$ cat src/logic/imuPkg.sv
`default_nettype none

package imuPkg;

    // Bus and timing constants
    localparam logic [6:0] AccelAddr     = 7'h1D;   // SDO tied high on the sensor
    localparam int         QuarterCycles = 8;       // COUNT clocks per quarter SCL bit
    localparam int         IdleGapCycles = 200;
    localparam int         InitCount     = 5;
    localparam int         AxisWidth     = 13;

    typedef logic [7:0]           regByte_t;
    typedef logic [AxisWidth-1:0] axisSample_t;

    // Start-up writes in the order they go out on the bus
    localparam regByte_t InitRegs [InitCount] = '{8'h2D, 8'h2D, 8'h2D, 8'h31, 8'h2C};
    localparam regByte_t InitData [InitCount] = '{8'h08, 8'h16, 8'h08, 8'h08, 8'h0F};

    // Low byte first for each axis, X then Y then Z
    localparam regByte_t AxisRegs [6] = '{8'h32, 8'h33, 8'h34, 8'h35, 8'h36, 8'h37};

    typedef enum logic [2:0] {
        Init,       // Raise req for the next start-up write
        InitWait,
        Read,       // Raise req for the next data register
        ReadWait,
        Publish,
        IdleGap
    } seqState_e;

    typedef enum logic [3:0] {
        Idle,
        Start,
        SendByte,
        AckBit,     // Slave drives the acknowledge
        RepStart,
        ReadByte,
        MasterNack, // Master leaves SDA high after the last read bit
        Stop,
        Finish
    } busPhase_e;

endpackage

`default_nettype wire
$ cat src/logic/i2cRequestIf.sv
`timescale 1ns/1ps
`default_nettype none

// One register transaction, four-phase req/ack
interface i2cRequestIf;

    logic             req;
    logic             readNotWrite;   // High for a register read
    imuPkg::regByte_t regAddr;
    imuPkg::regByte_t writeData;

    logic             ack;
    imuPkg::regByte_t readData;
    logic             nack;           // Slave failed to acknowledge

    modport requester (
        output req, readNotWrite, regAddr, writeData,
        input  ack, readData, nack
    );

    modport engine (
        input  req, readNotWrite, regAddr, writeData,
        output ack, readData, nack
    );

endinterface

`default_nettype wire

$ cat src/logic/imuInterface.sv
`timescale 1ns/1ps
`default_nettype none

module imuInterface (
    input  wire                 COUNT,
    input  wire                 reset_n,
    input  wire                 sdaIn,      // Wired-AND bus level
    output logic                scl,        // High means released
    output logic                sdaLow,     // High pulls SDA low
    output imuPkg::axisSample_t accelX,
    output imuPkg::axisSample_t accelY,
    output imuPkg::axisSample_t accelZ,
    output logic                dataValid
);

    i2cRequestIf requestBus ();

    // Start-up table, axis read loop and sample assembly
    sensorSequencer i_sensorSequencer (
        .COUNT     (COUNT),
        .reset_n   (reset_n),
        .bus       (requestBus.requester),
        .accelX    (accelX),
        .accelY    (accelY),
        .accelZ    (accelZ),
        .dataValid (dataValid)
    );

    // Bit-level I2C, one register transaction per request
    i2cTransactionEngine i_i2cTransactionEngine (
        .COUNT   (COUNT),
        .reset_n (reset_n),
        .bus     (requestBus.engine),
        .sdaIn   (sdaIn),
        .scl     (scl),
        .sdaLow  (sdaLow)
    );

endmodule

`default_nettype wire

$ cat src/logic/sensorSequencer.sv
`timescale 1ns/1ps
`default_nettype none

module sensorSequencer (
    input  wire                   COUNT,
    input  wire                   reset_n,
    i2cRequestIf.requester        bus,
    output imuPkg::axisSample_t   accelX,
    output imuPkg::axisSample_t   accelY,
    output imuPkg::axisSample_t   accelZ,
    output logic                  dataValid
);

    typedef logic [$clog2(imuPkg::IdleGapCycles)-1:0] idleCount_t;

    imuPkg::seqState_e   state;
    logic [2:0]          initIndex;
    logic [2:0]          axisIndex;    // Position in AxisRegs
    idleCount_t          idleCount;
    imuPkg::regByte_t    lowShadow;
    imuPkg::axisSample_t pending [3];  // Samples of the frame in progress

    logic                handshakeDone;
    logic                readDone;

    assign handshakeDone = bus.req && bus.ack;
    assign readDone      = handshakeDone && !bus.nack && (state == imuPkg::ReadWait);

    // Low register is kept until its high register completes the sample
    always_ff @(posedge COUNT) begin
        if (readDone) begin
            if (!axisIndex[0]) begin
                lowShadow <= bus.readData;
            end else begin
                pending[axisIndex[2:1]] <= {bus.readData[4:0], lowShadow};
            end
        end
    end

    always_ff @(posedge COUNT) begin
        if (!reset_n) begin
            state            <= imuPkg::Init;
            initIndex        <= '0;
            axisIndex        <= '0;
            idleCount        <= '0;
            bus.req          <= 1'b0;
            bus.readNotWrite <= 1'b0;
            bus.regAddr      <= '0;
            bus.writeData    <= '0;
            accelX           <= '0;
            accelY           <= '0;
            accelZ           <= '0;
            dataValid        <= 1'b0;
        end else begin
            if (handshakeDone) bus.req <= 1'b0;

            if (handshakeDone && bus.nack) begin
                // Sensor stopped answering, start over from the table
                dataValid <= 1'b0;
                initIndex <= '0;
                state     <= imuPkg::Init;
            end else begin
                case (state)
                    imuPkg::Init: begin
                        if (!bus.ack) begin   // Previous handshake fully closed
                            bus.req          <= 1'b1;
                            bus.readNotWrite <= 1'b0;
                            bus.regAddr      <= imuPkg::InitRegs[initIndex];
                            bus.writeData    <= imuPkg::InitData[initIndex];
                            state            <= imuPkg::InitWait;
                        end
                    end

                    imuPkg::InitWait: begin
                        if (handshakeDone) begin
                            if (initIndex == 3'(imuPkg::InitCount - 1)) begin
                                initIndex <= '0;
                                axisIndex <= '0;
                                state     <= imuPkg::Read;
                            end else begin
                                initIndex <= initIndex + 1'b1;
                                state     <= imuPkg::Init;
                            end
                        end
                    end

                    imuPkg::Read: begin
                        if (!bus.ack) begin
                            bus.req          <= 1'b1;
                            bus.readNotWrite <= 1'b1;
                            bus.regAddr      <= imuPkg::AxisRegs[axisIndex];
                            dataValid        <= 1'b0;   // Falls with the first req of a frame
                            state            <= imuPkg::ReadWait;
                        end
                    end

                    imuPkg::ReadWait: begin
                        if (handshakeDone) begin
                            if (axisIndex == 3'($size(imuPkg::AxisRegs) - 1)) begin
                                state <= imuPkg::Publish;
                            end else begin
                                axisIndex <= axisIndex + 1'b1;
                                state     <= imuPkg::Read;
                            end
                        end
                    end

                    imuPkg::Publish: begin
                        accelX    <= pending[0];
                        accelY    <= pending[1];
                        accelZ    <= pending[2];
                        dataValid <= 1'b1;
                        idleCount <= '0;
                        state     <= imuPkg::IdleGap;
                    end

                    imuPkg::IdleGap: begin
                        // Read state adds the last clock of the gap
                        if (idleCount == idleCount_t'(imuPkg::IdleGapCycles - 2)) begin
                            axisIndex <= '0;
                            state     <= imuPkg::Read;
                        end else begin
                            idleCount <= idleCount + 1'b1;
                        end
                    end

                    default: state <= imuPkg::Init;
                endcase
            end
        end
    end

endmodule

`default_nettype wire

$ cat src/logic/i2cTransactionEngine.sv
`timescale 1ns/1ps
`default_nettype none

module i2cTransactionEngine (
    input  wire         COUNT,
    input  wire         reset_n,
    i2cRequestIf.engine bus,
    input  wire         sdaIn,
    output logic        scl,
    output logic        sdaLow
);

    typedef logic [$clog2(imuPkg::QuarterCycles)-1:0] quarterCount_t;

    imuPkg::busPhase_e phase;
    quarterCount_t     quarterCount;
    logic [1:0]        quarter;      // Position inside one SCL bit
    logic [2:0]        bitCount;
    logic [1:0]        byteIndex;    // 0 address, 1 register, 2 data or read address
    imuPkg::regByte_t  shiftReg;

    logic              tick;
    logic              sampleNow;
    logic              bitDone;
    logic              loadShift;
    imuPkg::regByte_t  loadValue;

    assign tick      = (quarterCount == quarterCount_t'(imuPkg::QuarterCycles - 1));
    assign sampleNow = tick && (quarter == 2'd2);   // Middle of SCL high
    assign bitDone   = tick && (quarter == 2'd3);

    // SCL low for the first half of a bit, high for the second half
    always_comb begin
        case (phase)
            imuPkg::Idle, imuPkg::Start, imuPkg::Finish: scl = 1'b1;
            default:                                      scl = quarter[1];
        endcase
    end

    // Next byte to serialize, picked at the end of the bit before it
    always_comb begin
        loadShift = 1'b0;
        loadValue = {imuPkg::AccelAddr, 1'b0};
        if (bitDone) begin
            case (phase)
                imuPkg::Start: loadShift = 1'b1;
                imuPkg::RepStart: begin
                    loadShift = 1'b1;
                    loadValue = {imuPkg::AccelAddr, 1'b1};   // Address with read bit
                end
                imuPkg::AckBit: begin
                    loadShift = (byteIndex == 2'd0) ||
                                (byteIndex == 2'd1 && !bus.readNotWrite);
                    loadValue = (byteIndex == 2'd0) ? bus.regAddr : bus.writeData;
                end
                default: loadShift = 1'b0;
            endcase
        end
    end

    always_ff @(posedge COUNT) begin
        if (loadShift) begin
            shiftReg <= loadValue;
        end else if (phase == imuPkg::SendByte && bitDone) begin
            shiftReg <= {shiftReg[6:0], 1'b0};
        end else if (phase == imuPkg::ReadByte && sampleNow) begin
            shiftReg <= {shiftReg[6:0], sdaIn};   // MSB arrives first
        end

        if (phase == imuPkg::ReadByte && bitDone && bitCount == 3'd7) begin
            bus.readData <= shiftReg;
        end
    end

    always_ff @(posedge COUNT) begin
        if (!reset_n) begin
            phase        <= imuPkg::Idle;
            quarterCount <= '0;
            quarter      <= '0;
            bitCount     <= '0;
            byteIndex    <= '0;
            sdaLow       <= 1'b0;
            bus.ack      <= 1'b0;
            bus.nack     <= 1'b0;
        end else if (phase == imuPkg::Idle) begin
            quarterCount <= '0;
            quarter      <= '0;
            if (bus.req) begin
                phase     <= imuPkg::Start;
                bitCount  <= '0;
                byteIndex <= '0;
                bus.nack  <= 1'b0;
            end
        end else if (phase == imuPkg::Finish) begin
            // Hold ack until the requester lets go of req
            bus.ack <= 1'b1;
            if (bus.ack && !bus.req) begin
                bus.ack <= 1'b0;
                phase   <= imuPkg::Idle;
            end
        end else begin
            quarterCount <= tick ? '0 : quarterCount + 1'b1;
            if (tick) begin
                quarter <= quarter + 1'b1;
                case (phase)
                    imuPkg::Start: begin
                        if (quarter == 2'd1) sdaLow <= 1'b1;   // SDA falls with SCL high
                        if (quarter == 2'd3) phase <= imuPkg::SendByte;
                    end

                    imuPkg::SendByte: begin
                        // Data moves only in the SCL low half
                        if (quarter == 2'd0) sdaLow <= ~shiftReg[7];
                        if (quarter == 2'd3) begin
                            bitCount <= bitCount + 1'b1;
                            if (bitCount == 3'd7) phase <= imuPkg::AckBit;
                        end
                    end

                    imuPkg::AckBit: begin
                        if (quarter == 2'd0) sdaLow <= 1'b0;
                        if (quarter == 2'd2 && sdaIn) bus.nack <= 1'b1;
                        if (quarter == 2'd3) begin
                            byteIndex <= byteIndex + 1'b1;
                            if (bus.nack) begin
                                phase <= imuPkg::Stop;   // Abort the transaction
                            end else if (byteIndex == 2'd1 && bus.readNotWrite) begin
                                phase <= imuPkg::RepStart;
                            end else if (byteIndex == 2'd2) begin
                                phase <= bus.readNotWrite ? imuPkg::ReadByte : imuPkg::Stop;
                            end else begin
                                phase <= imuPkg::SendByte;
                            end
                        end
                    end

                    imuPkg::RepStart: begin
                        if (quarter == 2'd2) sdaLow <= 1'b1;
                        if (quarter == 2'd3) phase <= imuPkg::SendByte;
                    end

                    imuPkg::ReadByte: begin
                        if (quarter == 2'd3) begin
                            bitCount <= bitCount + 1'b1;
                            if (bitCount == 3'd7) phase <= imuPkg::MasterNack;
                        end
                    end

                    imuPkg::MasterNack: begin
                        if (quarter == 2'd3) phase <= imuPkg::Stop;
                    end

                    imuPkg::Stop: begin
                        if (quarter == 2'd0) sdaLow <= 1'b1;
                        if (quarter == 2'd2) sdaLow <= 1'b0;   // SDA rises with SCL high
                        if (quarter == 2'd3) phase <= imuPkg::Finish;
                    end

                    default: ;
                endcase
            end
        end
    end

endmodule

`default_nettype wire

$ cat config.mk
export PLATFORM = sky130hd
export DESIGN_NAME = imuInterface
export DESIGN_NICKNAME = d
export VERILOG_FILES = /design/src/logic/imuPkg.sv /design/src/logic/i2cRequestIf.sv /design/src/logic/imuInterface.sv /design/src/logic/sensorSequencer.sv /design/src/logic/i2cTransactionEngine.sv
export SDC_FILE = /design/constraint.sdc
export NUM_CORES = 1
export LEC_CHECK = 0
export BUFFER_PORTS_ARGS = -buffer_cell sky130_fd_sc_hd__buf_2
export CAP_MARGIN = 20
export CORE_MARGIN = 2
export CORE_UTILIZATION = 55
export CTS_BUF_LIST = sky130_fd_sc_hd__clkbuf_8
export DETAILED_ROUTE_END_ITERATION = 10
export PLACE_DENSITY = 0.84
export SLEW_MARGIN = 20
export SYNTH_ARGS = -nofsm -noshare
export SYNTH_HDL_FRONTEND = slang
export SYNTH_HIERARCHICAL = 1
export SYNTH_SLANG_ARGS = --single-unit
$ cat constraint.sdc
create_clock -name COUNT -period 3.05 [get_ports COUNT]
set_input_delay 0.915 -clock COUNT [delete_from_list [all_inputs] [get_ports COUNT]]
set_output_delay 0.915 -clock COUNT [all_outputs]
set_load 0.01 [all_outputs]
==> results of run 1 <==
[final cells by class]
type	instances	area share (%)
multi-input combinational	432	35.4
clock buffer	18	3.55
inverter	17	0.914
sequential	149	51.8
clock inverter	14	1.51
timing repair buffer	55	4.34
tap	143	2.56
[cells in the mapped netlist (9+ instances only)]
cell type / number
sky130_fd_sc_hd__nor2b_1: 9
sky130_fd_sc_hd__nor2_1: 46
sky130_fd_sc_hd__nor3_1: 13
sky130_fd_sc_hd__buf_2: 10
sky130_fd_sc_hd__edfxtp_1: 63
sky130_fd_sc_hd__mux2i_1: 14
sky130_fd_sc_hd__a211oi_1: 9
sky130_fd_sc_hd__dfxtp_1: 86
sky130_fd_sc_hd__nand2_1: 117
sky130_fd_sc_hd__inv_1: 16
sky130_fd_sc_hd__nand3_1: 17
sky130_fd_sc_hd__clkbuf_1: 18
sky130_fd_sc_hd__o21ai_0: 29
sky130_fd_sc_hd__a21oi_1: 65
sky130_fd_sc_hd__buf_4: 9
sky130_fd_sc_hd__ha_1: 22
[power by group through the flow]
stage	Sequential (W)	Clock (W)	Combinational (W)
after floorplan	0.00216	0	0.000399
after global placement	0.00219	0	0.000443
after detailed placement	0.00219	0	0.000450
after CTS	0.00215	0.00139	0.000454
after global routing	0.00216	0.00146	0.000504
final	0.00215	0.00135	0.000458
[registers in the layout, summed over array words and instances (netlist names), 4 cells and up]
name,cells
i_i2cTransactionEngine/bus.readData,8
i_i2cTransactionEngine/phase,4
i_i2cTransactionEngine/shiftReg,8
i_sensorSequencer/accelX,13
i_sensorSequencer/accelY,13
i_sensorSequencer/accelZ,13
i_sensorSequencer/bus.regAddr,6
i_sensorSequencer/bus.writeData,4
i_sensorSequencer/idleCount,8
i_sensorSequencer/lowShadow,8
i_sensorSequencer/pending,39
[logic make-up after synthesis]
kind of cell               share of synthesized area (%)
DFF                                                 57.0
buffers and inverters                               4.34
muxes                                               2.21
other                                             0.0592
AOI/OAI and AO/OA                                   13.6
xor gates and xnor gates                           0.276
adders and majority gates                           4.34
and+or+nand+nor                                     18.2
[metrics by stage]
stage | setup slack [ps] | hold WS (ps) | instances
floorplan | 568 | 400 | 638
global placement | 747 | 402 | 796
detailed placement | 625 | 405 | 796
CTS | 436 | 424 | 828
global route | 297 | 445 | 828
finish | 448 | 423 | 828
[worst paths after layout]
check / cells after the start / slack [ps] / end / start
setup / recovery: 4 / 450 / scl / i_i2cTransactionEngine/phase[2]$_SDFFE_PN0P_
hold / removal: 0 / 420 / i_sensorSequencer/lowShadow[7]$_DFFE_PP_ / i_i2cTransactionEngine/bus.readData[7]$_DFFE_PP_
setup reg to reg: 7 / 600 / i_i2cTransactionEngine/shiftReg[3]$_DFFE_PP_ / i_i2cTransactionEngine/byteIndex[0]$_SDFFE_PN0P_
hold reg to reg: 0 / 420 / i_sensorSequencer/lowShadow[7]$_DFFE_PP_ / i_i2cTransactionEngine/bus.readData[7]$_DFFE_PP_
[routing by layer]
metal	vias up	wire length [um]
li1	2310	-
met1	2242	5600
met2	154	6510
met3	25	657
met4	0	261
met5	-	0
[critical path: cells and delay by family (launching register included)]
family	cells	cell delay [ps]
buf+inv	2	370
simple gates	2	200
flops	1	670
==> impl_summary.log, run 1 <==
INFO  metric setup_viol = 0
INFO  metric postLayoutCoreUtil = about 62%
INFO  metric ys_flop_type = sky130_fd_sc_hd__dfxtp_1
INFO  metric post-layout-total-power = 0.00396 W
INFO  metric leakage_power_summed_over_all_cells = between 2 and 3 nW
INFO  metric final.setup_skew = between 15 and 20 ps
INFO  metric top_level_ports = between 40 and 50
INFO  metric grt_first_pass_wirelength = 21.5 mm
INFO  metric intPower = between 0.002 and 0.003 W
INFO  metric clock_tree.htree_level_count = 4
INFO  metric detail_route.vias_per_cell = between 5 and 6
INFO  metric run_status = complete, no violations
INFO  metric netlist_instances = about 630
INFO  metric average_routed_wire_per_standard_cell = around 16 um
INFO  metric switching_power_summed_over_all_nets = roughly 0.0011 W
INFO  metric use_met2 = 36.0%
INFO  metric initial_core_util = a little under three fifths
INFO  metric drtAntennaViolNets = 0
INFO  metric fraction_of_power_spent_switching_nets = ~28%
INFO  metric synthToLayoutAreaGrowth = 10.1%
INFO  metric die_area = around 0.012 mm2
INFO  metric synth_enable_flop_cells = between 60 and 70
INFO  metric grt_busiest_layer = met2
INFO  metric grt_antenna_before_repair = 0
INFO  metric clock_tree.buffer_depth = 2
INFO  metric tightestPinTransition = ~910 ps
INFO  metric grtUsageMet1 = approximately a quarter
INFO  metric max_slew_margin = about two fifths
INFO  metric final.period_utilization = between 80% and 90%
INFO  metric post-route-cell-area = approximately 0.007 mm2
INFO  metric postCtsHoldBufs = 0
INFO  metric layout.filler_cells = about 900
INFO  metric synthesis.area_per_instance = around 10 um2
INFO  metric required = 2130 ps
INFO  metric hpwlAfterDp = 8.91 mm
INFO  metric cts_setup_buffers = 0
INFO  metric fp.dieW = ~110 um
INFO  metric synth_warn = 6
INFO  metric power.sequential.fraction = between 50 and 60%
INFO  metric timing_max_transition_violations_final = 0
INFO  metric mostFrequentLayoutCells = 117 x sky130_fd_sc_hd__nand2_1, 86 x sky130_fd_sc_hd__dfxtp_1, 65 x sky130_fd_sc_hd__a21oi_1
INFO  metric routed_wl = roughly 13 mm
INFO  metric ys_seq_elements = about 150
INFO  metric worstSetupStartpointType = flop
INFO  metric num_rows = 39
INFO  metric power.share.clock = between 30 and 40%
INFO  metric iteration_0_drc_markers = ~500
INFO  metric detailroute.via_count = 4,731
INFO  metric place_congestion = 0.908
INFO  metric yosysTopAreaCellShare = approximately 30%
INFO  metric grt_overflow = 0
INFO  metric synth_seq_area_share = 57.0%
INFO  metric diodes = 0
INFO  metric tritoncts_num_sinks = roughly 150
INFO  metric drc = 0
INFO  metric groute.usage.overall = between 20% and 30%
INFO  metric critical-path-slowest-cell = sky130_fd_sc_hd__dfxtp_1
INFO  metric synthDominantAreaCellType = sky130_fd_sc_hd__edfxtp_1
INFO  metric path_clk_slew = 80 ps
INFO  metric synth_cell_type_count = 59
INFO  metric worstPathCellList = inv_1 > nand3_1 > nand2_1 > buf_2
INFO  metric largest_net_degree_at_the_start_of_global_routing = 54
INFO  metric place_area = 0.00663 mm2
INFO  metric tritoncts.num_buffers = 17
INFO  metric maxCapViolCount = 0
INFO  metric power.combinational.fraction = between 10% and 20%
INFO  metric worstPathArrival = roughly 1700 ps
INFO  metric clock_network_latency_to_the_later_pin_of_the_worst_skew_pair = between 400 and 500 ps
INFO  metric num-nets-final = roughly 700
INFO  metric final_common_cell = sky130_fd_sc_hd__nand2_1
INFO  metric synth_async_sr_flop_share = 0%
INFO  metric final.min_clock_period = between 2000 and 3000 ps
INFO  metric timing_worst_setup_path_type = reg2out
INFO  metric clock_tree.root_cell = sky130_fd_sc_hd__clkbuf_8
INFO  metric power.density = roughly 570 mW/mm2
INFO  metric final.setup.tns = 0 ps
INFO  metric grt_setup_unrepaired = no
INFO  metric hold_viol_final = 0
INFO  metric met3_usage = 6.10%
INFO  metric synth_top_cells_by_area = sky130_fd_sc_hd__edfxtp_1 30%, sky130_fd_sc_hd__dfxtp_1 27%, sky130_fd_sc_hd__nand2_1 6.9%, sky130_fd_sc_hd__a21oi_1 5.1%, sky130_fd_sc_hd__ha_1 4.3%
INFO  metric max_stage_delay = ~670 ps
INFO  metric final_layout_size_suffix_gt1_share = between 10% and 20%
INFO  metric mappedNetlistArea = approximately 0.0063 mm2
INFO  metric chipHeight = roughly 110 um
INFO  metric critPathCaptureType = output port
INFO  metric cts_repair_resize_count = 0
INFO  metric placeableCoreArea = 0.0113 mm2
INFO  metric vias_in_the_first_global_route = 4,554
INFO  metric multi_input_comb_area = around 0.0025 mm2
INFO  metric port-buffer-count = between 40 and 50
INFO  metric hold_class = reg2reg
INFO  metric pre_repair_dr_iteration_count = 6
INFO  metric worst_ir_drop_vdd = 0.000359 V
INFO  metric ff_latch_area = about 0.0036 mm2
INFO  metric achievable-frequency = between 300 and 400 MHz
INFO  metric tritoncts = done
INFO  metric critPathMaxFanout = 17
Power figures use the tool's default switching activity.
==> inputs of run 2 (changes only) <==
==> constraint.sdc (replaced) <==
create_clock -name COUNT -period 3.3 [get_ports COUNT]
set_input_delay 0.99 -clock COUNT [delete_from_list [all_inputs] [get_ports COUNT]]
set_output_delay 0.99 -clock COUNT [all_outputs]
set_load 0.01 [all_outputs]
==> impl_summary.log, run 2 (synthesized netlist as in run 1, its figures left out) <==
INFO  metric place_congestion = 0.886
INFO  metric leakage_power_summed_over_all_cells = between 2 and 3 nW
INFO  metric clock_tree.htree_level_count = 4
INFO  metric hold_path_startpoint = i_i2cTransactionEngine/bus.readData[5]$_DFFE_PP_
INFO  metric top_level_ports = between 40 and 50
INFO  metric grt_overflow = 0
INFO  metric final_critical_path_setup_slack = 601 ps
INFO  metric hold_viol_final = 0
INFO  metric num_rows = 39
INFO  metric path_clk_slew = about 80 ps
INFO  metric postLayoutCoreUtil = 61.9%
INFO  metric final.setup_skew = 10.6 ps
INFO  metric port-buffer-count = 44
INFO  metric regToRegStartpoint = i_i2cTransactionEngine/bus.ack$_SDFFE_PN0P_
INFO  metric tritoncts_num_sinks = between 100 and 150
INFO  metric worstPathArrival = 1710 ps
INFO  metric final_layout_size_suffix_gt1_share = 14.3%
INFO  metric drc = 0
INFO  metric layout.filler_cells = between 800 and 900
INFO  metric tritoncts = done
INFO  metric setup_viol = 0
INFO  metric grt_first_pass_wirelength = 21.7 mm
INFO  metric detail_route.vias_per_cell = between 5 and 6
INFO  metric final.setup.tns = 0 ps
INFO  metric cts_repair_resize_count = 0
INFO  metric num-nets-final = just under 700
INFO  metric groute.usage.overall = 21.7%
INFO  metric cts_setup_buffers = 0
INFO  metric worst_ir_drop_vdd = around 0.00042 V
INFO  metric achievable-frequency = around 370 MHz
INFO  metric vias_in_the_first_global_route = approximately 4,500
INFO  metric detailroute.via_count = 4,786
INFO  metric detailedPlace.worstSlack = around 820 ps
INFO  metric maxCapViolCount = 0
INFO  metric power.density = 537 mW/mm2
INFO  metric largest_net_degree_at_the_start_of_global_routing = 54
INFO  metric routed_wl = approximately 13 mm
INFO  metric diodes = 0
INFO  metric run_status = complete, no violations
INFO  metric drtAntennaViolNets = 0
INFO  metric mostFrequentLayoutCells = 117 x sky130_fd_sc_hd__nand2_1, 86 x sky130_fd_sc_hd__dfxtp_1, 65 x sky130_fd_sc_hd__a21oi_1
INFO  metric max_slew_margin = 39.8%
INFO  metric required = roughly 2300 ps
INFO  metric clock_tree.buffer_depth = 2
INFO  metric final.min_clock_period = approximately 2700 ps
INFO  metric hold_class = reg2reg
INFO  metric critPathCaptureType = output port
INFO  metric synthToLayoutAreaGrowth = 10.5%
INFO  metric timing_max_transition_violations_final = 0
INFO  metric die_area = 0.0124 mm2
INFO  metric average_routed_wire_per_standard_cell = between 15 and 20 um
INFO  metric final.period_utilization = 81.8%
INFO  metric grt_setup_unrepaired = no
INFO  metric grt_antenna_before_repair = 0
INFO  metric postCtsHoldBufs = 0
INFO  metric largest_register_ff_count = 39
INFO  metric tritoncts.num_buffers = 17
INFO  metric placeableCoreArea = 0.0113 mm2
INFO  metric chipHeight = 111 um
INFO  metric clock_tree.root_cell = sky130_fd_sc_hd__clkbuf_8
INFO  metric worst_r2r_setup_slack = 760 ps
INFO  metric fp.dieW = ~110 um
INFO  metric worstSetupStartpointType = flop
INFO  metric hpwlAfterDp = approximately 8.8 mm
INFO  metric start_point_of_the_critical_path = i_i2cTransactionEngine/phase[0]$_SDFFE_PN0P_
INFO  metric tightestPinTransition = around 900 ps
INFO  metric final_common_cell = sky130_fd_sc_hd__nand2_1
INFO  metric initial_core_util = around 56%
INFO  metric pre_repair_dr_iteration_count = 5
INFO  metric critPathMaxFanout = 25
INFO  metric clock_network_latency_to_the_later_pin_of_the_worst_skew_pair = about 440 ps
INFO  metric iteration_0_drc_markers = 506
INFO  metric timing_worst_setup_path_type = reg2out
==> run 2: layout make-up <==
cell class / count / area (um2) / share of cell area (%)
Inverter: 17 / 63.8 / 0.911
Timing Repair Buffer: 53 / 288 / 4.11
Clock buffer: 20 / 275 / 3.93
Sequential cell: 149 / 3610 / 51.6
Multi-Input combinational cell: 432 / 2470 / 35.3
Tap cell: 143 / 179 / 2.55
Clock inverter: 12 / 115 / 1.64
==> run 2: worst max-delay path, stage by stage, from the launching register on <==
cell and delay (ps):
sky130_fd_sc_hd__dfxtp_1 830, sky130_fd_sc_hd__nand2_1 120, sky130_fd_sc_hd__nand3_1 120, sky130_fd_sc_hd__nand2_1 60, sky130_fd_sc_hd__buf_2 130
==> run 2: worst paths after layout <==
check	end	cells past startpoint
min	i_sensorSequencer/lowShadow[5]$_DFFE_PP_	0
max	scl	4
max reg2reg	i_sensorSequencer/idleCount[6]$_SDFFE_PN0P_	6
min reg2reg	i_sensorSequencer/lowShadow[5]$_DFFE_PP_	0
==> run 2: report_power, final <==
group,switching (W),internal [W]
logic,0.000212,0.000162
clock network,0.000697,0.000670
registers,0.0000842,0.00193
total,0.000993,0.00276
==> run 2: routing by layer <==
metal  track usage, %  part of all wire, %  up-vias  wire (um)
met3             5.33                  5.8       27        744
met5                0                    0        -          0
met2             36.1                   50      180       6420
li1                 -                    -     2303          -
met4             8.40                  2.2        0        285
met1             27.6                   42     2276       5450
==> run 2: stage by stage <==
stage                     instances  area, um2  hold WS [ps]  total power [W]
after floorplan                 638       6350           400          0.00237
after global placement          794       6610           402          0.00242
after detailed placement        794       6610           407          0.00243
after CTS                       826       7000           423          0.00378
after global routing            826       7000           431          0.00392
final                           826       7000           426          0.00376
==> inputs of run 3 (changes only) <==
--- a/config.mk
+++ b/config.mk
@@ -11,7 +11,7 @@
 export CORE_UTILIZATION = 55
 export CTS_BUF_LIST = sky130_fd_sc_hd__clkbuf_8
 export DETAILED_ROUTE_END_ITERATION = 10
-export PLACE_DENSITY = 0.84
+export PLACE_DENSITY = 0.87
 export SLEW_MARGIN = 20
 export SYNTH_ARGS = -nofsm -noshare
 export SYNTH_HDL_FRONTEND = slang
==> constraint.sdc (replaced) <==
create_clock -name COUNT -period 2.3 [get_ports COUNT]
set_input_delay 0.69 -clock COUNT [delete_from_list [all_inputs] [get_ports COUNT]]
set_output_delay 0.69 -clock COUNT [all_outputs]
set_load 0.01 [all_outputs]
==> impl_summary.log, run 3 (synthesized netlist as in run 1, its figures left out) <==
INFO  metric run_status = complete, no violations
INFO  metric grt_antenna_before_repair = 0
INFO  metric pre_repair_dr_iteration_count = 5
INFO  metric max_slew_margin = around half
INFO  metric worstHoldEndpoint = i_sensorSequencer/lowShadow[6]$_DFFE_PP_
INFO  metric reg2reg_depth = 6
INFO  metric grt_setup_unrepaired = no
INFO  metric final_layout_size_suffix_gt1_share = between 10% and 20%
INFO  metric final_common_cell = sky130_fd_sc_hd__nand2_1
INFO  metric worst_r2r_setup_slack = roughly 260 ps
INFO  metric critical_path.reg2reg.endpoint = i_sensorSequencer/axisIndex[0]$_SDFFE_PN0P_
INFO  metric leakage_power_summed_over_all_cells = approximately 2.7 nW
INFO  metric initial_core_util = approximately 56%
INFO  metric achievable-frequency = between 400 and 500 MHz
INFO  metric detail_route.vias_per_cell = 5.70
INFO  metric path_clk_slew = about 80 ps
INFO  metric switching_power_summed_over_all_nets = 0.00147 W
INFO  metric fp.dieW = 111 um
INFO  metric num-nets-final = 704
INFO  metric multi_input_comb_area = ~0.0025 mm2
INFO  metric worstSetupStartpointType = flop
INFO  metric largest_net_degree_at_the_start_of_global_routing = just over 40
INFO  metric final.min_clock_period = 2120 ps
INFO  metric power.density = 787 mW/mm2
INFO  metric regToRegStartpoint = i_sensorSequencer/idleCount[1]$_SDFFE_PN0P_
INFO  metric hpwlAfterDp = a little under 9 mm
INFO  metric cts_setup_buffers = 0
INFO  metric hold_class = reg2reg
INFO  metric power.share.clock = a little under two fifths
INFO  metric required = about 1600 ps
INFO  metric place_congestion = roughly 0.86
INFO  metric average_routed_wire_per_standard_cell = approximately 16 um
INFO  metric grt_overflow = 0
INFO  metric power.sequential.fraction = 50.8%
INFO  metric hold_viol_final = 0
INFO  metric place_area = roughly 0.0067 mm2
INFO  metric grt_first_pass_wirelength = roughly 21 mm
INFO  metric final.setup_skew = 10.1 ps
INFO  metric timing_max_transition_violations_final = 0
INFO  metric critPathCaptureType = output port
INFO  metric die_area = 0.0124 mm2
INFO  metric tritoncts = done
INFO  metric routed_wl = 13.0 mm
INFO  metric clock_tree.root_cell = sky130_fd_sc_hd__clkbuf_8
INFO  metric num_rows = 39
INFO  metric vias_in_the_first_global_route = 4,518
INFO  metric intPower = approximately 0.0041 W
INFO  metric tightestPinTransition = roughly 730 ps
INFO  metric final.setup.tns = 0 ps
INFO  metric detailroute.via_count = between 4,000 and 5,000
INFO  metric postLayoutCoreUtil = between 60% and 70%
INFO  metric groute.usage.overall = about a fifth
INFO  metric tritoncts.num_buffers = 17
INFO  metric maxCapViolCount = 0
INFO  metric post-route-cell-area = about 0.0071 mm2
INFO  metric power.combinational.fraction = a little over a tenth
INFO  metric hold_path_depth = 0
INFO  metric placeableCoreArea = 0.0113 mm2
INFO  metric worst_ir_drop_vdd = approximately 0.00048 V
INFO  metric tritoncts_num_sinks = roughly 150
INFO  metric synthToLayoutAreaGrowth = 12.3%
INFO  metric hold_path_startpoint = i_i2cTransactionEngine/bus.readData[6]$_DFFE_PP_
INFO  metric diodes = 0
INFO  metric largest_register_ff_count = 39
INFO  metric worstPathCellList = buf_4 > inv_1 > nand3_1 > nand2_1 > buf_2
INFO  metric max_stage_delay = roughly 360 ps
INFO  metric start_point_of_the_critical_path = i_i2cTransactionEngine/phase[1]$_SDFFE_PN0P_
INFO  metric mostFrequentLayoutCells = 117 x sky130_fd_sc_hd__nand2_1, 85 x sky130_fd_sc_hd__dfxtp_1, 65 x sky130_fd_sc_hd__a21oi_1
INFO  metric final.period_utilization = slightly above 90%
INFO  metric worstPathArrival = 1430 ps
INFO  metric fraction_of_power_spent_switching_nets = between 20% and 30%
INFO  metric clock_network_latency_to_the_later_pin_of_the_worst_skew_pair = around 430 ps
INFO  metric ff_latch_area = around 0.0036 mm2
INFO  metric top_level_ports = 45
INFO  metric critPathMaxFanout = 20
INFO  metric postCtsHoldBufs = 0
INFO  metric layout.filler_cells = about 870
INFO  metric drc = 0
INFO  metric chipHeight = 111 um
INFO  metric critical-path-slowest-cell = sky130_fd_sc_hd__dfxtp_1
INFO  metric iteration_0_drc_markers = roughly 460
INFO  metric clock_tree.buffer_depth = 2
INFO  metric port-buffer-count = 44
INFO  metric setup_viol = 0
INFO  metric clock_tree.htree_level_count = 4
INFO  metric drtAntennaViolNets = 0
INFO  metric timing_worst_setup_path_type = reg2out
-- run 3: changes by cell type in the layout (fill, tap and decap cells not counted), moves of 2 or more --
cell                        before  now
sky130_fd_sc_hd__clkbuf_8       20   17
sky130_fd_sc_hd__bufinv_16       1    3
sky130_fd_sc_hd__buf_4           9   18
sky130_fd_sc_hd__inv_8           0    2
-- run 3: how the worst max path moves through the flow --
| stage | endpoint | cells after the start |
|---|---|---|
| global placement | i_i2cTransactionEngine/shiftReg[4]$_DFFE_PP_ | 4 |
| CTS | i_i2cTransactionEngine/shiftReg[6]$_DFFE_PP_ | 4 |
| detailed placement | i_i2cTransactionEngine/shiftReg[2]$_DFFE_PP_ | 4 |
| global route | scl | 5 |
| floorplan | i_sensorSequencer/lowShadow[0]$_DFFE_PP_ | 4 |
| finish | scl | 5 |
-- run 3: cell type report --
class                           count  share of cell area (%)
Inverter                           17                   0.897
Tap cell                          143                    2.51
Clock buffer                       17                    3.29
Multi-Input combinational cell    432                    34.9
Timing Repair Buffer               62                    4.99
Sequential cell                   149                    50.8
Clock inverter                     15                    2.65
-- run 3: worst max-delay path: cells and delay by family (launching register included) --
family	cells	cell delay (ps)
buffers and inverters	3	500
DFF	1	360
and+or+nand+nor	2	140
-- run 3: timing repair --
item	4_1_cts	5_1_grt
resized for setup	1	0
endpoints found under the hold margin	0	0
endpoints found under the setup margin	1	0
-- run 3: power by group through the flow --
stage               logic (W)  registers [W]  clock network [W]
floorplan            0.000529        0.00286                  0
global placement     0.000578        0.00290                  0
detailed placement   0.000598        0.00290                  0
CTS                  0.000600        0.00284            0.00219
global route         0.000664        0.00285            0.00231
finish               0.000604        0.00284            0.00215
-- run 3: per-layer routing --
metal | wire (um) | track usage (%) | vias to the layer above | share of wire (%)
met5 | 0 | 0 | - | 0
met4 | 227 | 6.42 | 0 | 1.7
met3 | 764 | 5.39 | 24 | 5.9
met2 | 6660 | 37.0 | 165 | 51
met1 | 5360 | 25.4 | 2253 | 41
li1 | - | - | 2318 | -
-- run 3: per-stage QoR --
stage               cells  hold WS [ps]  total power (W)  worst slack (ps)
detailed placement    803           406          0.00350              51.9
finish                835           424          0.00560               184
global placement      803           402          0.00347               182
floorplan             638           400          0.00339               240
CTS                   835           425          0.00563              32.3
global route          835           435          0.00583              76.3
